[config.mk]
export PLATFORM = sky130hd
export DESIGN_NAME = upi_data_ram_flat
export DESIGN_NICKNAME = d
export VERILOG_FILES = /design/src/logic/upi_pkg.sv /design/src/logic/upi_ram_if.sv /design/src/logic/upi_data_ram.sv /design/src/flat_wrapper.sv
export SDC_FILE = /design/constraint.sdc
export NUM_CORES = 1
export LEC_CHECK = 0
export BUFFER_PORTS_ARGS = -buffer_cell sky130_fd_sc_hd__buf_2
export CAP_MARGIN = 25
export CORE_ASPECT_RATIO = 0.7
export CORE_MARGIN = 8
export CORE_UTILIZATION = 60
export DETAILED_ROUTE_END_ITERATION = 7
export MAX_ROUTING_LAYER = met4
export PLACE_DENSITY = 0.85
export SLEW_MARGIN = 20
export SYNTH_ARGS = -nofsm -noshare
export SYNTH_HDL_FRONTEND = slang
export SYNTH_SLANG_ARGS = --single-unit
[constraint.sdc]
create_clock -name clk -period 3.1 [get_ports clk]
set_input_delay 0.155 -clock clk [delete_from_list [all_inputs] [get_ports clk]]
set_output_delay 0.155 -clock clk [all_outputs]
set_load 0.01 [all_outputs]
[src/logic/upi_pkg.sv]
// Widths, opcodes and sequencer states for the UPI slave controller
// Opcodes are a subset of MCS-48, undefined values run as NOP
package upi_pkg;

    // Data byte for A, host bus and ports
    typedef logic [7:0]  data_t;
    // Program address, sized for a 2 KB ROM
    typedef logic [10:0] pc_t;
    // Data RAM address, 64 bytes
    typedef logic [5:0]  ram_addr_t;

    typedef enum logic [2:0] {
        FETCH,
        DECODE,
        OPERAND,
        EXEC,
        RAM_RD,
        WRITEBACK
    } seq_state_t;

    // One-byte instructions
    localparam data_t OP_NOP      = 8'h00;
    localparam data_t OP_INC_A    = 8'h17;
    localparam data_t OP_CLR_A    = 8'h27;
    localparam data_t OP_IN_DBB   = 8'h22;
    localparam data_t OP_OUT_DBB  = 8'h02;
    localparam data_t OP_IN_P1    = 8'h09;
    localparam data_t OP_IN_P2    = 8'h0A;
    localparam data_t OP_OUTL_P1  = 8'h39;
    localparam data_t OP_OUTL_P2  = 8'h3A;

    // Register forms, low three bits select Rr
    localparam data_t OP_RR_MASK  = 8'hF8;
    localparam data_t OP_MOV_A_R  = 8'hF8;
    localparam data_t OP_MOV_R_A  = 8'hA8;
    localparam data_t OP_ADD_A_R  = 8'h68;

    // Immediate forms
    localparam data_t OP_MOV_A_I  = 8'h23;
    localparam data_t OP_ADD_A_I  = 8'h03;
    localparam data_t OP_ANL_A_I  = 8'h53;
    localparam data_t OP_ORL_A_I  = 8'h43;

    // JMP carries page bits in [7:5]
    localparam data_t OP_JMP_MASK = 8'h1F;
    localparam data_t OP_JMP      = 8'h04;

    // In-page conditional jumps
    localparam data_t OP_JNIBF    = 8'hD6;
    localparam data_t OP_JOBF     = 8'h86;
    localparam data_t OP_JT0      = 8'h36;
    localparam data_t OP_JNT0     = 8'h26;
    localparam data_t OP_JT1      = 8'h56;
    localparam data_t OP_JNT1     = 8'h46;
    localparam data_t OP_JZ       = 8'hC6;
    localparam data_t OP_JNZ      = 8'h96;

    // Status byte bit positions
    localparam int STAT_OBF = 0;
    localparam int STAT_IBF = 1;
    localparam int STAT_F0  = 2;
    localparam int STAT_F1  = 3;

endpackage

[src/logic/upi_ram_if.sv]
// Sequencer to data RAM link, read data arrives one clk after addr
`timescale 1ns/1ns

interface upi_ram_if;

    upi_pkg::ram_addr_t addr;
    upi_pkg::data_t     wdata;
    logic               we;
    upi_pkg::data_t     rdata;

    // Sequencer side
    modport master (output addr, output wdata, output we, input rdata);

    // Memory side
    modport mem (input addr, input wdata, input we, output rdata);

endinterface

[src/logic/upi_data_ram.sv]
// 64 byte data RAM, R0..R7 sit at the bottom
`timescale 1ns/1ns

module upi_data_ram (
    input  logic    clk,
    upi_ram_if.mem  ram
);

    upi_pkg::data_t mem [64];

    // Write-first, new data shows on the same read
    always_ff @(posedge clk) begin
        if (ram.we) begin
            mem[ram.addr] <= ram.wdata;
            ram.rdata     <= ram.wdata;
        end else begin
            ram.rdata <= mem[ram.addr];
        end
    end

endmodule

[src/flat_wrapper.sv]
// flat-port wrapper written by rule: the top's interface ports become plain ports
module upi_data_ram_flat 
  (clk, ram_addr, ram_wdata, ram_we, ram_rdata);
  upi_ram_if ram_i ();
  input  logic clk;
  input wire logic [$bits(ram_i.addr)-1:0] ram_addr;
  input wire logic [$bits(ram_i.wdata)-1:0] ram_wdata;
  input wire logic [$bits(ram_i.we)-1:0] ram_we;
  output wire logic [$bits(ram_i.rdata)-1:0] ram_rdata;
  assign ram_i.addr = ram_addr;
  assign ram_i.wdata = ram_wdata;
  assign ram_i.we = ram_we;
  assign ram_rdata = ram_i.rdata;
  upi_data_ram u_core (.clk(clk), .ram(ram_i));
endmodule
==> results by group <==
Die
  • IO Count: 24
  • Die H: 169 µm
  • Die X-Extent: 235 µm
  • Die Footprint: 0.0397 mm²
  • Starting density of the core: 0.604
  • Core area: 0.0332 mm²
  • # rows: 56

Clock tree
  • Clock Sinks: approximately 520
  • Level count of the clock H-tree: 2
  • Clk slew on worst S/H paths: about 0.06 ns
  • CTS tree: done
  • Root buffer cell: clkbuf_16
  • Clock Path Buffers: 3
  • Number of CTS-inserted buffers: 44

Route
  • Drt wl/cell: 32.8 µm
  • Initial DRC Count: roughly 2100
  • DR vias/cell: 7.15
  • Routed vias: 10700
  • Routed wire length: about 49000 µm
  • # DRC: 0
  • Post-route ant nets: 0
  • Drt pass-1 iters: 7

Hold path
  • Hold Path End: u_core.mem[16][3]
  • WHS Path Cells: 1
  • Min-Delay Startpoint: ram_wdata[3]
  • Worst min path class: input port to flip-flop

GRT
  • Initial antenna violation count: 1
  • Grt total ovfl: 0
  • Pin count of the biggest net entering global routing: 65
  • Vias in the first global route: about 11000
  • First-pass GRT wire length: 71900 µm
  • Tot GR Track Use: 0.255

Timing
  • Fin crit period: 3.07 ns
  • Endpoints failing setup: 0
  • Rel. slew slack: 0.255
  • Worst-Margin Slew: 1.12 ns
  • Final Hold Viols: 0
  • F_max: 325 MHz
  • Hold_ws: ~0.087 ns
  • Fin crit share: 0.991
  • Pins Over Slew Limit: 0

Logic synthesis
  • Yosys Warn Count: 0
  • Top cells by area, synth: edfxtp_1 (77%), mux4_2 (14%), nor2_1 (1.5%)
  • Mean Syn Cell Area: 21.1 µm²
  • Post-synth EDFFs: 512
  • Top cell type by total area after synthesis: edfxtp_1
  • Seq cells post-synth: 518
  • Top-area cell type share of the netlist area: 0.766
  • Primary FF master, synth: edfxtp_1
  • Mapped Cells: 949
  • Asr flop ratio synth: 0
  • Sequential-to-total area share from yosys stat: 0.772
  • Post-Syn Area: roughly 0.020 mm²
  • Syn nets: between 900 and 1000
  • Netlist cell types: 37

Power
  • Overall power: 13.8 mW
  • Leak: roughly 7 nW
  • Worst VDD drop: 0.502 mV
  • Cell Pwr Density: 614 mW/mm²

Finish
  • Util after Layout: 0.675
  • Max reg flops: between 500 and 600
  • Fin nets: 1046
  • Post-route insts no fill: ~1500
  • Area growth syn-to-layout: 11.7%
  • Final Instance Area: 0.0224 mm²
  • Largest regs: u_core.mem: 512 flops
  • Top reg by flops: u_core.mem
  • Layout cells sized above 1: 0.269

Setup path
  • Crit path cell chain: buf_16, mux4_2, mux2i_1, nand2_1, a32o_1, buf_2
  • Startpoint Class: flip-flop
  • Largest stage delay on the critical path: 0.58 ns
  • Worst Path Arrival: 2.92 ns
  • Critical path class: flip-flop to output pin
  • Critical path data required time: 2.94 ns
  • CP max-delay cell: mux4_2
  • Crit-path max FO: between 50 and 60
  • Critical Path Sink Type: output pin

Placement
  • Placed cells: ~1400
  • Dpl cell area: 0.0210 mm²
  • GP Congestion: 0.963
  • Port Buffers: 23
  • DP HPWL: 29200 µm

Outcome
  • Run status: finished clean

Job
  • Total of max-cap violations: 0
## critical path: cells and delay by family, from the launching register on
family | cells | cell delay (ns)
mux | 2 | 0.91
buf+inv | 2 | 0.50
simple gates | 1 | 0.19
flops | 1 | 0.40
compound gates | 1 | 0.30
## stage by stage
stage | worst slack, ns | TNS (ns)
after global routing | -0.0246 | -0.0246
after global placement | 0.517 | 0
final | 0.0268 | 0
after floorplan | 1.09 | 0
after CTS | 0.0404 | 0
after detailed placement | 0.474 | 0
## worst max path at each step
stage               startpoint            to  slack, ns
floorplan            flip-flop  ram_rdata[3]       1.09
global placement     flip-flop  ram_rdata[3]       0.52
detailed placement   flip-flop  ram_rdata[5]       0.47
CTS                  flip-flop  ram_rdata[2]       0.04
global route         flip-flop  ram_rdata[2]      -0.02
finish               flip-flop  ram_rdata[3]       0.03
## placed cells by master (no fill, tap or decap), types with 2 or more instances in the layout
cell	count
nand4_1	2
a32o_1	3
dfxtp_1	2
clkinv_2	11
mux4_2	126
a22oi_1	10
mux2_2	6
nor2_1	81
a31oi_1	9
o22a_1	2
a211oi_1	4
buf_6	3
dlygate4sd3_1	6
clkinv_1	8
or3b_2	2
dfxtp_4	3
nand2_1	25
nor3_1	4
nor2b_1	11
clkbuf_8	2
o22ai_1	15
o32a_1	2
clkbuf_1	12
o21ai_0	6
o21ai_1	4
buf_12	7
inv_6	2
mux2i_1	15
buf_2	20
nand3_1	15
o211ai_1	2
nand3b_1	3
buf_4	52
clkbuf_16	45
nand2b_1	8
edfxtp_1	512
a21oi_1	3
o221ai_1	10
## cells by family after synthesis
| group | share of synthesized area |
|---|---|
| simple gates | 0.0349 |
| compound gates | 0.0257 |
| mux | 0.152 |
| buf+inv | 0.0151 |
| flops | 0.772 |
## Yosys cell counts (all sizes together) (8+ instances only)
cell,n
nand3,15
nor2b,11
a31oi,10
o21ai,10
buf,35
a22oi,10
mux2i,15
clkbuf,19
nand2b,8
nor2,81
mux4,126
o221ai,10
nand2,25
o22ai,16
edfxtp,512
## per-layer routing
layer | share of wire | routed length, µm | track usage | vias to the layer above
li1 | - | - | - | 4117
met1 | 0.37 | 18000 | 0.347 | 5488
met2 | 0.46 | 22500 | 0.377 | 974
met3 | 0.14 | 6860 | 0.0664 | 160
met4 | 0.037 | 1820 | 0.0893 | 0
met5 | 0 | 0 | - | -
## final cells by class
class | count | area, µm²
clock inverter | 22 | 133
multi-input combinational | 377 | 4290
timing repair buffer | 89 | 752
antenna | 1 | 2.50
tap | 435 | 544
clock buffer | 59 | 1200
fill | 1950 | 10800
sequential | 518 | 15500
## timing repair
item | CTS | global route
endpoints found under the setup margin | 8 | 5
buffers inserted | 3 | 0
gates cloned | 0 | 0
hold buffers | 6 | 0
resized for setup | 2 | 6
hold endpoints to repair | 6 | 0
## report_power, final
part,internal (mW),switching (mW)
clock network,2.81,2.42
registers,7.74,0.0409
logic,0.285,0.472
total,10.8,2.94
Note: power is estimated with default switching activity, not from simulation.
