File: src/logic/upi_pkg.sv
// Widths, opcodes and sequencer states for the UPI slave controller
// Opcodes are a subset of MCS-48, undefined values run as NOP
package upi_pkg;

    // Data byte for A, host bus and ports
    typedef logic [7:0]  data_t;
    // Program address, sized for a 2 KB ROM
    typedef logic [10:0] pc_t;
    // Data RAM address, 64 bytes
    typedef logic [5:0]  ram_addr_t;

    typedef enum logic [2:0] {
        FETCH,
        DECODE,
        OPERAND,
        EXEC,
        RAM_RD,
        WRITEBACK
    } seq_state_t;

    // One-byte instructions
    localparam data_t OP_NOP      = 8'h00;
    localparam data_t OP_INC_A    = 8'h17;
    localparam data_t OP_CLR_A    = 8'h27;
    localparam data_t OP_IN_DBB   = 8'h22;
    localparam data_t OP_OUT_DBB  = 8'h02;
    localparam data_t OP_IN_P1    = 8'h09;
    localparam data_t OP_IN_P2    = 8'h0A;
    localparam data_t OP_OUTL_P1  = 8'h39;
    localparam data_t OP_OUTL_P2  = 8'h3A;

    // Register forms, low three bits select Rr
    localparam data_t OP_RR_MASK  = 8'hF8;
    localparam data_t OP_MOV_A_R  = 8'hF8;
    localparam data_t OP_MOV_R_A  = 8'hA8;
    localparam data_t OP_ADD_A_R  = 8'h68;

    // Immediate forms
    localparam data_t OP_MOV_A_I  = 8'h23;
    localparam data_t OP_ADD_A_I  = 8'h03;
    localparam data_t OP_ANL_A_I  = 8'h53;
    localparam data_t OP_ORL_A_I  = 8'h43;

    // JMP carries page bits in [7:5]
    localparam data_t OP_JMP_MASK = 8'h1F;
    localparam data_t OP_JMP      = 8'h04;

    // In-page conditional jumps
    localparam data_t OP_JNIBF    = 8'hD6;
    localparam data_t OP_JOBF     = 8'h86;
    localparam data_t OP_JT0      = 8'h36;
    localparam data_t OP_JNT0     = 8'h26;
    localparam data_t OP_JT1      = 8'h56;
    localparam data_t OP_JNT1     = 8'h46;
    localparam data_t OP_JZ       = 8'hC6;
    localparam data_t OP_JNZ      = 8'h96;

    // Status byte bit positions
    localparam int STAT_OBF = 0;
    localparam int STAT_IBF = 1;
    localparam int STAT_F0  = 2;
    localparam int STAT_F1  = 3;

endpackage

File: src/logic/upi_dbb_if.sv
// Sequencer to host bus buffer link, out_we and in_ack are one-clk pulses
`timescale 1ns/1ns

interface upi_dbb_if;

    // Host buffer towards sequencer
    upi_pkg::data_t dbb_in;
    logic           ibf;
    logic           obf;

    // Sequencer towards host buffer
    upi_pkg::data_t dbb_out;
    logic           out_we;
    logic           in_ack;

    modport host (
        output dbb_in, output ibf, output obf,
        input  dbb_out, input out_we, input in_ack
    );

    modport core (
        input  dbb_in, input ibf, input obf,
        output dbb_out, output out_we, output in_ack
    );

endinterface

File: src/logic/upi_host_bus.sv
// Host data bus buffer, strobes must be synchronous to clk
// No back-pressure, a write with IBF set overwrites DBBIN
`timescale 1ns/1ns

module upi_host_bus (
    input  logic           clk,
    input  logic           rst_n_i,
    input  logic           a0_i,
    input  logic           cs_n_i,
    input  logic           rd_n_i,
    input  logic           wr_n_i,
    input  upi_pkg::data_t din_i,
    output upi_pkg::data_t dout_o,
    upi_dbb_if.host        dbb
);

    logic           wr_n_q;
    logic           rd_n_q;
    logic           wr_rise;
    logic           rd_rise;
    logic           ibf;
    logic           obf;
    logic           f1;
    upi_pkg::data_t dbbin;
    upi_pkg::data_t dbbout;
    upi_pkg::data_t status;

    // Strobe edge detect
    always_ff @(posedge clk) begin
        if (!rst_n_i) begin
            wr_n_q <= 1'b1;
            rd_n_q <= 1'b1;
        end else begin
            wr_n_q <= wr_n_i;
            rd_n_q <= rd_n_i;
        end
    end

    assign wr_rise = wr_n_i && !wr_n_q && !cs_n_i;
    assign rd_rise = rd_n_i && !rd_n_q && !cs_n_i;

    // Flags, set wins over clear
    always_ff @(posedge clk) begin
        if (!rst_n_i) begin
            ibf <= 1'b0;
            obf <= 1'b0;
            f1  <= 1'b0;
        end else begin
            if (wr_rise) begin
                ibf <= 1'b1;
                f1  <= a0_i;
            end else if (dbb.in_ack) begin
                ibf <= 1'b0;
            end
            if (dbb.out_we) begin
                obf <= 1'b1;
            end else if (rd_rise && !a0_i) begin
                obf <= 1'b0;
            end
        end
    end

    // Data registers
    always_ff @(posedge clk) begin
        if (wr_rise) begin
            dbbin <= din_i;
        end
        if (dbb.out_we) begin
            dbbout <= dbb.dbb_out;
        end
    end

    always_comb begin
        status                   = 8'h00;
        status[upi_pkg::STAT_OBF] = obf;
        status[upi_pkg::STAT_IBF] = ibf;
        // F0 stays low, nothing sets it
        status[upi_pkg::STAT_F0]  = 1'b0;
        status[upi_pkg::STAT_F1]  = f1;
    end

    // Read mux, A0 high selects status
    assign dout_o = (!cs_n_i && !rd_n_i) ? (a0_i ? status : dbbout) : 8'h00;

    assign dbb.dbb_in = dbbin;
    assign dbb.ibf    = ibf;
    assign dbb.obf    = obf;

endmodule

File: src/flat_wrapper.sv
// flat-port wrapper written by rule: the top's interface ports become plain ports
module upi_host_bus_flat 
  (clk, rst_n_i, a0_i, cs_n_i, rd_n_i, wr_n_i, din_i, dout_o, dbb_dbb_in, dbb_ibf, dbb_obf, dbb_dbb_out, dbb_out_we, dbb_in_ack);
  upi_dbb_if dbb_i ();
  input  logic clk;
  input  logic rst_n_i;
  input  logic a0_i;
  input  logic cs_n_i;
  input  logic rd_n_i;
  input  logic wr_n_i;
  input  upi_pkg::data_t din_i;
  output upi_pkg::data_t dout_o;
  output wire logic [$bits(dbb_i.dbb_in)-1:0] dbb_dbb_in;
  output wire logic [$bits(dbb_i.ibf)-1:0] dbb_ibf;
  output wire logic [$bits(dbb_i.obf)-1:0] dbb_obf;
  input wire logic [$bits(dbb_i.dbb_out)-1:0] dbb_dbb_out;
  input wire logic [$bits(dbb_i.out_we)-1:0] dbb_out_we;
  input wire logic [$bits(dbb_i.in_ack)-1:0] dbb_in_ack;
  assign dbb_dbb_in = dbb_i.dbb_in;
  assign dbb_ibf = dbb_i.ibf;
  assign dbb_obf = dbb_i.obf;
  assign dbb_i.dbb_out = dbb_dbb_out;
  assign dbb_i.out_we = dbb_out_we;
  assign dbb_i.in_ack = dbb_in_ack;
  upi_host_bus u_core (.clk(clk), .rst_n_i(rst_n_i), .a0_i(a0_i), .cs_n_i(cs_n_i), .rd_n_i(rd_n_i), .wr_n_i(wr_n_i), .din_i(din_i), .dout_o(dout_o), .dbb(dbb_i));
endmodule
File: config.mk
export PLATFORM = sky130hd
export DESIGN_NAME = upi_host_bus_flat
export DESIGN_NICKNAME = d
export VERILOG_FILES = /design/src/logic/upi_pkg.sv /design/src/logic/upi_dbb_if.sv /design/src/logic/upi_host_bus.sv /design/src/flat_wrapper.sv
export SDC_FILE = /design/constraint.sdc
export NUM_CORES = 1
export LEC_CHECK = 0
export BUFFER_PORTS_ARGS = -buffer_cell sky130_fd_sc_hd__buf_2
export CORE_MARGIN = 3
export CORE_UTILIZATION = 43
export CTS_BUF_LIST = sky130_fd_sc_hd__clkbuf_2
export CTS_CLUSTER_SIZE = 14
export DETAILED_ROUTE_END_ITERATION = 8
export HOLD_SLACK_MARGIN = 0.12
export PLACE_DENSITY = 0.75
export SYNTH_ARGS = -nofsm -noshare
export SYNTH_HDL_FRONTEND = slang
export SYNTH_SLANG_ARGS = --single-unit
File: constraint.sdc
create_clock -name clk -period 1.7 [get_ports clk]
set_input_delay 0 -clock clk [delete_from_list [all_inputs] [get_ports clk]]
set_output_delay 0 -clock clk [all_outputs]
set_load 0.02 [all_outputs]
==> summary.md <==
| Metric | Value |
|---|---|
| RSZ-0062 raised after global routing | false |
| Largest family of logic cells by synthesized area | simple AND/OR/NAND/NOR gates |
| Vias in the first global route | 687 |
| CTS H-Tree Depth | 1 |
| Initial DRC count | 11 |
| Crit. End Element | register |
| WL final | 1992 um |
| Die ar. | about 0.0023 mm^2 |
| Worst-case clock buffer depth | 2 |
| GR Util met1 | 0.2024 |
| Drt wl/cell | 14.13 um |
| Post-synthesis compound-gate area fraction | 0.01642 |
| Final period utilization | 0.8879 |
| Met3 Track Usage GR | 0.03321 |
| Largest net degree at the start of global routing | 13 |
| Worst-Margin Slew | 312.4 ps |
| Clock Skew | 11.81 ps |
| Internal | 0.7106 mW |
| Net switching power | 0.2268 mW |
| # DRC | 0 |
| Commonest non-fill, non-tap cell in the layout | buf_2 |
| Tmin final | about 1500 ps |
| Synth unique cells | 14 |
| Rows | 14 |
| # diodes | 0 |
| Grt total ovfl | 0 |
| Root buffer cell | clkbuf_2 |
| # fillers | 105 |
| Initial DRT Pass Iterations | 2 |
| Routing usage on met2 | 0.3773 |
| Commonest cells after routing, fill and taps aside | buf_2, dlygate4sd3_1, edfxtp_1 |
| Boundary Pins | 42 |
| Initial Util | 0.4780 |
| Synth top area share | 0.6305 |
| Max-slew violations | 0 |
| Mapped Nets | 70 |
| Clk Latency, worst-skew pair | 330 ps |
| Die Y | 48.10 um |
| Max capacitance violation total | 0 |
| Seq/Total Area, Yosys | 0.7619 |
| Overall Global Routing Usage | 0.1898 |
| Dpl hpwl | 1077 um |
| Fraction of power spent switching nets | 0.2419 |
| PD cells | 736.0 mW/mm^2 |
| Routed Antenna Nets | 0 |
| Gate power share | 0.147 |
| Worst endpoint required time | 1930 ps |
| Clk pwr share | 0.225 |
| Die width | 48.10 um |
| Post-Synthesis Cells | 46 |
| Sink Count | 21 |
| Worst Setup Start Kind | input pin |
| Outcome | finished clean |
| Final setup viols | 0 |
| Synth Cell Area | 762.0 um^2 |
| CTS tree | yes |
| Layout cells sized above 1 | 0.4103 |
| Final nets | 142 |
| Inserted Clock Buffers | 3 |
| Gr busiest metal | met2 |
| Post-Synth XOR/XNOR Area | 0 |
| Final hold violations | 0 |
| Post-synthesis adder-cell area fraction | 0 |
| Crit path arrival time | between 1500 and 2000 ps |
| Slew headroom | 0.7915 |
| VDD IR max | approximately 0.55 mV |
| CTS clk-pin slew, worst paths | between 200 and 250 ps |
| RD Place Congestion | 0.6432 |
| Fmax | 662.5 MHz |
| I/O Buffers | 41 |
| Sum of negative setup slack | 0 ps |
| Total design power | ~0.94 mW |
| Syn Area/Cell | between 15 and 20 um^2 |
| Area contributors post-synth | edfxtp_1, dfxtp_1, mux2i_1, and2_1, nor3b_4 |
| Mux share of post-synthesis cell area | 0.05255 |
| Via-to-Cell Ratio | 4.496 |
| HP Class | in -> reg |
| Count of warnings emitted by yosys | 0 |
| #FFs+latches synth | 21 |
| Initial antenna violation count | 0 |
| CORE AREA | 0.001594 mm^2 |
| Syn-to-layout area delta | 67.16% |
| Vias | 634 |
| First-pass GRT wire length | about 2900 um |
| CP max FO | 6 |
| Simple-gate area share of the yosys netlist | 0.1544 |
| Post-CTS Resized | 0 |
| Flop pwr share | 0.628 |
| Post-synth top area cell | edfxtp_1 |
| Leak pwr | around 0.56 nW |
| Crit Path Category | in -> reg |
-- cell usage after synthesis --
master and count:
and2_1 5, buf_6 1, dfxtp_1 5, edfxtp_1 16, mux2i_1 4, nand2_1 4, nand2b_1 2, nor2b_1 1
nor3_1 3, nor3_2 1, nor3b_4 1, nor4b_1 1, o21a_1 1, o21ai_1 1
-- sequential cells by signal, indices dropped and copies added, names as in the netlist --
signal and count:
u_core.rd_n_q 1, u_core.dbb.obf 1, u_core.f1 1, u_core.dbbout 8, u_core.dbb.dbb_in 8, u_core.wr_n_q 1, u_core.dbb.ibf 1
-- path summary, 6_finish.rpt --
| path | from | endpoint | slack (ps) | cells past startpoint |
|---|---|---|---|---|
| worst max-delay path | a0_i | u_core.dbb.obf$_SDFFE_PN0P_ | 190 | 5 |
| worst min-delay path | dbb_dbb_out[3] | u_core.dbbout[3]$_DFFE_PP_ | 360 | 2 |
| worst max register to register | u_core.wr_n_q$_SDFF_PN1_ | u_core.f1$_SDFFE_PN0P_ | 200 | 3 |
| worst min register to register | u_core.wr_n_q$_SDFF_PN1_ | u_core.dbb.dbb_in[6]$_DFFE_PP_ | 630 | 1 |
-- critical path: stages --
cell and delay [ps]:
dlygate4sd3_1 530, buf_2 170, nor4b_1 340, o21ai_1 110, dlygate4sd3_1 580
-- routing by layer --
| metal | up-vias | part of all wire | wire length [um] |
|---|---|---|---|
| met5 | - | 0 | 0 |
| met2 | 32 | 0.55 | 1094 |
| met3 | 2 | 0.055 | 109 |
| li1 | 309 | - | - |
| met1 | 291 | 0.39 | 774 |
| met4 | 0 | 0.0065 | 13 |
-- repair_timing --
action                                  CTS  global route
endpoints found under the setup margin    0             1
buffers inserted                          0             1
hold buffers                             26             0
hold endpoints to repair                 37             0
-- stage by stage --
stage                     area (um^2)    util  instances  worst slack (ps)  hold slack (ps)
after floorplan                 762.0       -         46             666.1            73.04
after global placement          985.9  0.6185        110             615.9            176.7
after detailed placement        985.9  0.6185        110             596.2            178.1
after CTS                        1266  0.7943        140             23.40            355.8
after global routing             1274  0.7991        141             118.4            358.0
final                            1274  0.7991        141             190.6            359.8
-- kinds of logic after synthesis --
logic type | Yosys count
simple gates | 18
flops | 21
buf+inv | 1
mux | 4
compound gates | 2
-- layout make-up --
| class | instances | area [um^2] | area share |
|---|---|---|---|
| clock inverters | 1 | 5.005 | 0.003929 |
| repair buffers | 68 | 473.0 | 0.3713 |
| well taps | 24 | 30.03 | 0.02358 |
| clock buffers | 3 | 15.01 | 0.01179 |
| flip-flops and latches | 21 | 580.6 | 0.4558 |
| multi-input cells | 24 | 170.2 | 0.1336 |
-- power groups by stage --
stage	clock network, mW	registers, mW	logic (mW)
detailed placement	0	0.598	0.0867
global route	0.228	0.590	0.150
CTS	0.203	0.586	0.133
floorplan	0	0.604	0.0322
global placement	0	0.596	0.0845
finish	0.211	0.588	0.138
Power figures use the tool's default switching activity.
