<file path="src/logic/upi_pkg.sv">
// Widths, opcodes and sequencer states for the UPI slave controller
// Opcodes are a subset of MCS-48, undefined values run as NOP
package upi_pkg;

    // Data byte for A, host bus and ports
    typedef logic [7:0]  data_t;
    // Program address, sized for a 2 KB ROM
    typedef logic [10:0] pc_t;
    // Data RAM address, 64 bytes
    typedef logic [5:0]  ram_addr_t;

    typedef enum logic [2:0] {
        FETCH,
        DECODE,
        OPERAND,
        EXEC,
        RAM_RD,
        WRITEBACK
    } seq_state_t;

    // One-byte instructions
    localparam data_t OP_NOP      = 8'h00;
    localparam data_t OP_INC_A    = 8'h17;
    localparam data_t OP_CLR_A    = 8'h27;
    localparam data_t OP_IN_DBB   = 8'h22;
    localparam data_t OP_OUT_DBB  = 8'h02;
    localparam data_t OP_IN_P1    = 8'h09;
    localparam data_t OP_IN_P2    = 8'h0A;
    localparam data_t OP_OUTL_P1  = 8'h39;
    localparam data_t OP_OUTL_P2  = 8'h3A;

    // Register forms, low three bits select Rr
    localparam data_t OP_RR_MASK  = 8'hF8;
    localparam data_t OP_MOV_A_R  = 8'hF8;
    localparam data_t OP_MOV_R_A  = 8'hA8;
    localparam data_t OP_ADD_A_R  = 8'h68;

    // Immediate forms
    localparam data_t OP_MOV_A_I  = 8'h23;
    localparam data_t OP_ADD_A_I  = 8'h03;
    localparam data_t OP_ANL_A_I  = 8'h53;
    localparam data_t OP_ORL_A_I  = 8'h43;

    // JMP carries page bits in [7:5]
    localparam data_t OP_JMP_MASK = 8'h1F;
    localparam data_t OP_JMP      = 8'h04;

    // In-page conditional jumps
    localparam data_t OP_JNIBF    = 8'hD6;
    localparam data_t OP_JOBF     = 8'h86;
    localparam data_t OP_JT0      = 8'h36;
    localparam data_t OP_JNT0     = 8'h26;
    localparam data_t OP_JT1      = 8'h56;
    localparam data_t OP_JNT1     = 8'h46;
    localparam data_t OP_JZ       = 8'hC6;
    localparam data_t OP_JNZ      = 8'h96;

    // Status byte bit positions
    localparam int STAT_OBF = 0;
    localparam int STAT_IBF = 1;
    localparam int STAT_F0  = 2;
    localparam int STAT_F1  = 3;

endpackage

</file>
<file path="src/logic/upi_ports.sv">
// Quasi-bidirectional P1/P2, pin reads are ANDed with the latch
// T0 and T1 pass through two flops before the sequencer sees them
`timescale 1ns/1ns

module upi_ports (
    input  logic           clk,
    input  logic           rst_n_i,
    input  upi_pkg::data_t p1_din_i,
    input  upi_pkg::data_t p2_din_i,
    output upi_pkg::data_t p1_dout_o,
    output upi_pkg::data_t p2_dout_o,
    input  logic           p1_we_i,
    input  logic           p2_we_i,
    input  upi_pkg::data_t port_data_i,
    output upi_pkg::data_t p1_rd_o,
    output upi_pkg::data_t p2_rd_o,
    input  logic           t0_din_i,
    input  logic           t1_din_i,
    output logic           t0_o,
    output logic           t1_o
);

    upi_pkg::data_t p1_lat;
    upi_pkg::data_t p2_lat;
    logic [1:0]     t0_sync;
    logic [1:0]     t1_sync;

    // Latches come up high, pins act as inputs
    always_ff @(posedge clk) begin
        if (!rst_n_i) begin
            p1_lat <= 8'hFF;
            p2_lat <= 8'hFF;
        end else begin
            if (p1_we_i) begin
                p1_lat <= port_data_i;
            end
            if (p2_we_i) begin
                p2_lat <= port_data_i;
            end
        end
    end

    always_ff @(posedge clk) begin
        if (!rst_n_i) begin
            t0_sync <= 2'b00;
            t1_sync <= 2'b00;
        end else begin
            t0_sync <= {t0_sync[0], t0_din_i};
            t1_sync <= {t1_sync[0], t1_din_i};
        end
    end

    assign p1_dout_o = p1_lat;
    assign p2_dout_o = p2_lat;
    // Low latch bit pulls the pin low
    assign p1_rd_o   = p1_din_i & p1_lat;
    assign p2_rd_o   = p2_din_i & p2_lat;
    assign t0_o      = t0_sync[1];
    assign t1_o      = t1_sync[1];

endmodule

</file>
<file path="config.mk">
export PLATFORM = sky130hd
export DESIGN_NAME = upi_ports
export DESIGN_NICKNAME = d
export VERILOG_FILES = /design/src/logic/upi_pkg.sv /design/src/logic/upi_ports.sv
export SDC_FILE = /design/constraint.sdc
export NUM_CORES = 1
export LEC_CHECK = 0
export BUFFER_PORTS_ARGS = -buffer_cell sky130_fd_sc_hd__buf_2
export CAP_MARGIN = 40
export CELL_PAD_IN_SITES_DETAIL_PLACEMENT = 0
export CELL_PAD_IN_SITES_GLOBAL_PLACEMENT = 1
export CORE_AREA = 2 2 46 79
export CTS_CLUSTER_DIAMETER = 120
export CTS_CLUSTER_SIZE = 10
export DETAILED_ROUTE_END_ITERATION = 12
export DIE_AREA = 0 0 48 81
export PLACE_DENSITY_LB_ADDON = 0.08
export SLEW_MARGIN = 25
export SYNTH_ARGS = -nofsm -noshare
export SYNTH_HDL_FRONTEND = slang
export SYNTH_SLANG_ARGS = --single-unit
</file>
<file path="constraint.sdc">
create_clock -name clk -period 0.8 [get_ports clk]
set_input_delay 0.08 -clock clk [delete_from_list [all_inputs] [get_ports clk]]
set_output_delay 0.08 -clock clk [all_outputs]
set_load 0.02 [all_outputs]
</file>
==> results of run 1 <==
power breakdown:
group          switching, mW  total, mW  internal [mW]
clock                  0.313      0.750          0.437
sequential            0.0425       1.11           1.06
combinational          0.287      0.647          0.360
total                  0.643       2.50           1.86
kinds of logic (layout without fill, tap and decap cells):
kind of cell  after synthesis  in the layout  synth area share, %
mux                        16             16                 20.6
buf+inv                     4             68                 4.18
simple gates               36             36                 23.8
flops                      20             20                 51.4
cell type report:
class / instances / area [µm²]
timing repair buffer: 64 / 499
tap: 45 / 56.3
clock buffer: 4 / 55.1
fill: 358 / 1910
multi-input combinational: 52 / 385
sequential: 20 / 423
final timing paths:
kind	depth (start not counted)	slack, ns	to	startpoint
worst max-delay path	2	-0.13	p2_rd_o[6]	p2_dout_o[6]
worst min-delay path	2	0.03	t1_sync[0]	t1_din_i
worst max register to register	2	0.15	p1_dout_o[3]	p1_dout_o[3]
worst min register to register	1	0.44	t1_sync[1]	t1_sync[0]
what timing repair did:
item,4_1_cts,5_1_grt
pin swaps,0,0
setup endpoints to repair,34,34
resized for setup,81,11
hold buffers,0,0
setup buffers,0,1
flip-flops by register name (all words and copies together), names as in the netlist:
| name | cells |
|---|---|
| t0_sync | 2 |
| p2_dout_o | 8 |
| p1_dout_o | 8 |
| t1_sync | 2 |
through the flow:
| step | setup WS (ns) | util, % |
|---|---|---|
| floorplan | 0.0229 | - |
| finish | -0.125 | 42.6 |
| global placement | 0.0350 | 33.6 |
| CTS | -0.129 | 41.4 |
| detailed placement | 0.0240 | 33.6 |
| global route | -0.167 | 42.6 |
metal layers:
| metal | vias to the layer above | wire (µm) | GRT usage [%] |
|---|---|---|---|
| li1 | 369 | - | - |
| met1 | 337 | 720 | 10.5 |
| met2 | 38 | 1050 | 16.9 |
| met3 | 2 | 151 | 2.89 |
| met4 | 0 | 21 | 6.49 |
| met5 | - | 0 | 0 |
critical path: stages, from the launching register on:
cell and delay (ns):
dfxtp_2 0.35, and2_4 0.14, buf_6 0.10
Yosys cell counts (all sizes together):
master	n	area, µm²
and2	20	125
dfxtp	20	400
mux2i	16	160
nand2	16	60.1
buf	4	32.5
==> impl_metrics.json, run 1 <==
{
  "status": "complete, but fails checks",
  "violations": "negative setup slack",
  "clock.fmax_ghz": 1.08,
  "layout-drive-gt1-share_pct": 72.9,
  "tightestPinTransition_ns": 0.323,
  "dr.pass1.iters": 3,
  "worstSetupPathType": "reg2out",
  "cts_tree": "built",
  "cellPowerDensity_mw_per_mm2": 1760,
  "vias": 746,
  "grt_max_degree": 21,
  "postLayoutCellArea_mm2": 0.00142,
  "holdWs_ns": 0.0279,
  "p_leak_nw": 0.705,
  "cp_data_required_time_ns": 0.72,
  "areaGrowthSynthToFinish_pct": 82.3,
  "dpl.cell_count": 180,
  "cts_buffers": 3,
  "layout_common_cells": "buf_2 (30), buf_6 (25), dfxtp_2 (18)",
  "cts_sinks": 20,
  "end_kind": "primary output",
  "std_cell_rows": 28,
  "rsz0062_at_grt": "true",
  "diodes": 0,
  "dieArea_mm2": 0.00389,
  "die_h_um": 81,
  "period_share_pct": 116,
  "slew_violations": 0,
  "die_w_um": 48,
  "tns_ns": -2.10,
  "portBuffers": 63,
  "antenna_left": 0,
  "fin_ws_ns": -0.125,
  "clkTransAtPathRegs_ns": 0.07,
  "overflow": 0,
  "path_max_fanout": 3,
  "ys_seq_area_share_pct": 51.4,
  "place_area_mm2": 0.00112,
  "grt_pass1_vias": 671,
  "grtUsageTotal_pct": 10.2,
  "routedWlPerCell_um": 10.5,
  "netlist_instances": 76,
  "antenna_found_initial": 0,
  "peakVddDrop_uv": 1140,
  "min_path_type": "in2reg",
  "cts_htree_levels": 1,
  "root_buffer": "clkbuf_8",
  "setup_violations": 27,
  "layout_commonest_cell": "buf_2",
  "drc": 0,
  "ys_warn_count": 0,
  "clock_path_buffers": 2,
  "fin_nets": 171,
  "coreArea_mm2": 0.00333,
  "maxSlewHeadroom_pct": 78.5,
  "synth.avg_cell_area_um2": 10.2,
  "clk_latency_ns": 0.25,
  "vias_per_cell": 4.03,
  "gp_congestion": 0.607,
  "finalNonFillerCells": 185,
  "synth_nets": 106,
  "hold_viol": 0,
  "ios": 64,
  "routed_wl_mm": 1.95,
  "maxCapViolCount": 0,
  "ys_ff_latch": 20,
  "cp_data_arrival_time_ns": 0.85,
  "finClkSkew_ns": 0.000136,
  "cp-start-kind": "register",
  "grt_pass1_wl_mm": 2.77,
  "syn-cell-area_um2": 778,
  "drtIter0Drc": 5,
  "min_period_ns": 0.925,
  "synthDistinctLibCells": 6,
  "p_total_mw": 2.50,
  "initial_core_util_pct": 23.4
}
(Power assumes the default switching activity.)
==> inputs of run 2 (changes only) <==
- REMOVE_ABC_BUFFERS: unset -> 1
- SLEW_MARGIN: 25 -> 10
- TNS_END_PERCENT: unset -> 1
==> impl_metrics.json, run 2 (synthesized netlist as in run 1, its figures left out) <==
{
  "status": "complete, but fails checks",
  "violations": "negative setup slack",
  "maxSlewHeadroom_pct": 77.3,
  "slowest_stage": "dfxtp_2",
  "postLayoutCellArea_mm2": 0.00144,
  "rsz0062_at_grt": "true",
  "initial_core_util_pct": 23.4,
  "top_layer": "met4",
  "grt_pass1_wl_mm": 2.77,
  "r2r_slack_ns": 0.13,
  "hold_viol": 0,
  "crit_end": "p1_rd_o[0]",
  "clk_latency_ns": 0.25,
  "slowest_delay_ns": 0.35,
  "clock.fmax_ghz": 1.08,
  "areaGrowthSynthToFinish_pct": 84.7,
  "dr_wl_met2_mm": 1.03,
  "period_share_pct": 115,
  "dr.pass1.iters": 2,
  "grt_pass1_vias": 662,
  "peakVddDrop_uv": 808,
  "reg2reg_to": "p1_dout_o[6]",
  "reg2regPathDepth": 2,
  "path_max_fanout": 3,
  "vias_per_cell": 4.02,
  "grt_max_degree": 21,
  "tightestPinTransition_ns": 0.340,
  "worstSetupPathType": "reg2out",
  "hpwlAfterDp_mm": 1.40,
  "portBuffers": 63,
  "slew_violations": 0,
  "dpl.cell_count": 180,
  "clkTransAtPathRegs_ns": 0.07,
  "n_fill_cell": 358,
  "p_total_mw": 2.40,
  "place_ws_ns": 0.0254,
  "cp_data_required_time_ns": 0.72,
  "cellPowerDensity_mw_per_mm2": 1670,
  "die_w_um": 48,
  "dr_wl_met3_um": 116,
  "cts_sinks": 20,
  "cp-start-kind": "register",
  "gp_congestion": 0.585,
  "antenna_left": 0,
  "setup_violations": 22,
  "finalNonFillerCells": 185,
  "die_h_um": 81,
  "layout_commonest_cell": "buf_6",
  "antenna_found_initial": 0,
  "routed_wl_mm": 1.97,
  "fin_ws_ns": -0.123,
  "cts_tree": "built",
  "cp_data_arrival_time_ns": 0.84,
  "vias": 744,
  "holdWs_ns": 0.0304,
  "r2r-start": "p1_dout_o[6]",
  "maxCapViolCount": 0,
  "overflow": 0,
  "p_leak_nw": 0.713,
  "wl_met1_um": 769,
  "layout_common_cells": "buf_6 (31), buf_2 (29), dfxtp_2 (18)",
  "drtIter0Drc": 11,
  "worstPathCellList": "and2_4, buf_6",
  "diodes": 0,
  "place_area_mm2": 0.00112,
  "end_kind": "primary output",
  "startpoint": "p1_dout_o[0]",
  "finClkSkew_ns": 0.0000452,
  "min_path_type": "in2reg",
  "clock_path_buffers": 2,
  "dieArea_mm2": 0.00389,
  "drc": 0,
  "min_period_ns": 0.923,
  "root_buffer": "clkbuf_8",
  "cts_buffers": 3,
  "fin_nets": 172,
  "routedWlPerCell_um": 10.6,
  "layout-drive-gt1-share_pct": 72.9,
  "cts_htree_levels": 1,
  "std_cell_rows": 28,
  "coreArea_mm2": 0.00333,
  "ios": 64,
  "grtUsageTotal_pct": 10.2
}
-- run 2: worst max-delay path, delay by kind of cell (launching register included) --
family	cells	cell delay (ns)
flops	1	0.35
simple gates	1	0.14
buf+inv	1	0.10
-- run 2: final cells by class --
class / count / area (µm²) / area share [%]
well taps: 45 / 56.3 / 3.92
multi-input cells: 52 / 385 / 26.8
clock buffers: 3 / 41.3 / 2.87
flip-flops and latches: 20 / 423 / 29.4
repair buffers: 65 / 532 / 37.0
-- run 2: through the flow --
step                utilization [%]  setup TNS (ns)
finish                         43.2           -2.08
global route                   43.2           -3.11
CTS                            41.9           -2.19
detailed placement             33.6               0
global placement               33.6               0
floorplan                         -               0
-- run 2: where the power goes --
group          total, mW  switching (mW)  internal (mW)
Sequential          1.11          0.0450           1.07
Combinational      0.665           0.289          0.376
Clock              0.623           0.289          0.334
Total               2.40           0.623           1.78
-- run 2: worst min path at each step --
stage	start	endpoint	slack [ns]	depth (start not counted)
4_1_cts	t1_din_i	t1_sync[0]	0.02	2
3_5_place_dp	t0_din_i	t0_sync[0]	0.29	2
2_1_floorplan	rst_n_i	p1_dout_o[0]	0.14	1
3_3_place_gp	t1_din_i	t1_sync[0]	0.29	2
6_report	t1_din_i	t1_sync[0]	0.03	2
5_1_grt	t0_din_i	t0_sync[0]	0.03	2
-- run 2: layer usage --
layer / vias up / global-route usage (%)
met5: - / 0
met4: 0 / 6.49
met3: 5 / 2.22
met2: 38 / 17.6
met1: 330 / 10.1
li1: 371 / -
-- run 2: what timing repair did --
item / in CTS / in global routing
setup buffers: 0 / 2
resized for setup: 90 / 9
setup endpoints to repair: 34 / 34
hold buffers: 0 / 0
pin swaps: 0 / 0
==> inputs of run 3 (changes only) <==
- ABC_AREA: unset -> 1
- CORE_AREA: 2 2 46 79 -> 2 2 47 82
- DIE_AREA: 0 0 48 81 -> 0 0 49 84
==> impl_metrics.json, run 3 <==
{
  "holdWs_ns": 0.0193,
  "status": "complete, but fails checks",
  "crit_buf_inv": 2,
  "coreArea_mm2": 0.00352,
  "synthTopCellsByCount": "nand2_1 (50), dfxtp_1 (20), inv_1 (16), nand3_1 (16), inv_2 (4)",
  "dr_wl_met2_mm": 1.19,
  "grtUsageTotal_pct": 11.0,
  "dieArea_mm2": 0.00412,
  "grt_pass1_wl_mm": 3.56,
  "antenna_found_initial": 0,
  "gp_congestion": 0.672,
  "synth_ff_type": "dfxtp_1",
  "synth-simple-area-share_pct": 34.6,
  "routed_wl_mm": 2.20,
  "synthXorXnorAreaFrac_pct": 0,
  "cp_data_required_time_ns": 0.72,
  "antenna_left": 0,
  "clock.fmax_ghz": 1.10,
  "ctsHoldBuffers": 0,
  "cts_htree_levels": 1,
  "ios": 64,
  "min_period_ns": 0.908,
  "synthDistinctLibCells": 11,
  "worstSetupPathType": "reg2out",
  "die_w_um": 49,
  "dr_wl_met3_um": 180,
  "path_max_fanout": 3,
  "dr.pass1.iters": 4,
  "tns_ns": -1.96,
  "finClkSkew_ns": 0.0000275,
  "synth.avg_cell_area_um2": 7.11,
  "layout_commonest_cell": "nand2_1",
  "maxCapViolCount": 0,
  "min_path_type": "in2reg",
  "synth_fa_ha_area_share_pct": 0,
  "cts_buffers": 3,
  "drc": 0,
  "syn-cell-area_um2": 811,
  "ys_async_sr_fraction_pct": 0,
  "portBuffers": 63,
  "grt_pass1_vias": 828,
  "tightestPinTransition_ns": 0.356,
  "period_share_pct": 113,
  "ys_ff_latch": 20,
  "fin_ws_ns": -0.108,
  "vias_per_cell": 3.92,
  "fin_nets": 212,
  "synthTopCellsByArea": "dfxtp_1 (49%), nand2_1 (23%), nand3_1 (9.9%)",
  "areaGrowthSynthToFinish_pct": 80.7,
  "overflow": 0,
  "p_leak_nw": 0.827,
  "crit_family": "flip-flops",
  "yosys.area.top_type": "dfxtp_1",
  "routedWlPerCell_um": 9.73,
  "slowest_stage": "dfxtp_2",
  "grt_max_degree": 21,
  "synth_top_family_by_area": "simple AND/OR/NAND/NOR gates",
  "end_kind": "primary output",
  "violations": "negative setup slack",
  "cp_data_arrival_time_ns": 0.83,
  "cp-start-kind": "register",
  "wl_met1_um": 790,
  "slew_violations": 0,
  "synth_top_area_share_pct": 49.4,
  "n_fill_cell": 395,
  "ys_warn_count": 0,
  "synth_compound_area_share_pct": 0,
  "top_layer": "met4",
  "layout_common_cells": "nand2_1 (46), buf_6 (33), buf_2 (29)",
  "clock_path_buffers": 2,
  "std_cell_rows": 29,
  "cts_sinks": 20,
  "slowest_delay_ns": 0.35,
  "synth.area.mux_share_pct": 0,
  "setup_violations": 27,
  "initial_core_util_pct": 23.0,
  "cellPowerDensity_mw_per_mm2": 1680,
  "root_buffer": "clkbuf_8",
  "layout-drive-gt1-share_pct": 57.8,
  "cts_tree": "built",
  "maxSlewHeadroom_pct": 76.3,
  "worstPathCellList": "nand2_1, inv_1, buf_6",
  "drtIter0Drc": 12,
  "netlist_instances": 114,
  "rsz0062_at_grt": "true",
  "yosys.cell_count.top_type": "nand2_1",
  "ys_seq_area_share_pct": 49.4,
  "clk_latency_ns": 0.25,
  "vias": 885,
  "synth-edff-count": 0,
  "die_h_um": 84,
  "peakVddDrop_uv": 871,
  "hold_viol": 0,
  "diodes": 0,
  "clkTransAtPathRegs_ns": 0.07,
  "hpwlAfterDp_mm": 1.64
}
==> run 3: cell types whose count changed after synthesis <==
| cell | delta |
|---|---|
| nand3_1 | +16 |
| and2_1 | -20 |
| inv_1 | +16 |
| inv_2 | +4 |
| nand2_2 | +2 |
| mux2i_1 | -16 |
| inv_8 | +1 |
| inv_6 | +1 |
| nand2_1 | +34 |
| buf_4 | +1 |
| buf_2 | -1 |
==> run 3: worst paths after layout <==
check | end | cells past startpoint | start | slack, ns
min reg2reg | t1_sync[1] | 2 | t1_sync[0] | 0.42
max | p2_rd_o[2] | 3 | p2_dout_o[2] | -0.11
min | t0_sync[0] | 3 | t0_din_i | 0.02
max reg2reg | p2_dout_o[0] | 2 | p2_dout_o[0] | 0.20
==> run 3: logic make-up after synthesis <==
logic type	count (synthesis)
buf+inv	26
simple gates	68
flops	20
==> run 3: repair_timing <==
item | CTS | global route
hold endpoints to repair | 0 | 0
endpoints found under the setup margin | 34 | 33
setup buffers | 0 | 4
resized for setup | 72 | 23
pin swaps | 0 | 1
==> run 3: report_power, final <==
part	switching, mW	internal, mW
Clock	0.296	0.334
Sequential	0.0569	1.07
Combinational	0.350	0.349
==> run 3: per-stage QoR <==
step / std cells / instance area, µm² / util [%] / worst slack (ns) / total power, mW
2_1_floorplan: 110 / 776 / - / 0.0500 / 1.41
3_3_place_gp: 219 / 1150 / 32.6 / 0.134 / 1.64
3_5_place_dp: 219 / 1150 / 32.6 / 0.113 / 1.65
4_1_cts: 222 / 1380 / 39.2 / -0.113 / 2.45
5_1_grt: 226 / 1470 / 41.6 / -0.153 / 2.60
6_report: 226 / 1470 / 41.6 / -0.108 / 2.46
==> run 3: routing by layer <==
metal | global-route usage (%) | up-vias
li1 | - | 466
met1 | 11.3 | 376
met2 | 19.6 | 39
met3 | 2.87 | 4
met4 | 6.23 | 0
met5 | 0 | -
==> run 3: worst reg2reg max path, cell delays in order, from the launching register on <==
cell	delay [ns]
dfxtp_4	0.36
nand2_2	0.06
nand3_1	0.06
==> run 3: area by class of cell <==
type	count	area, µm²	share of cell area (%)
clock buffer	3	41.3	2.82
inverter	22	95.1	6.49
multi-input combinational	68	290	19.8
sequential	20	427	29.1
tap	46	57.6	3.93
timing repair buffer	67	554	37.8
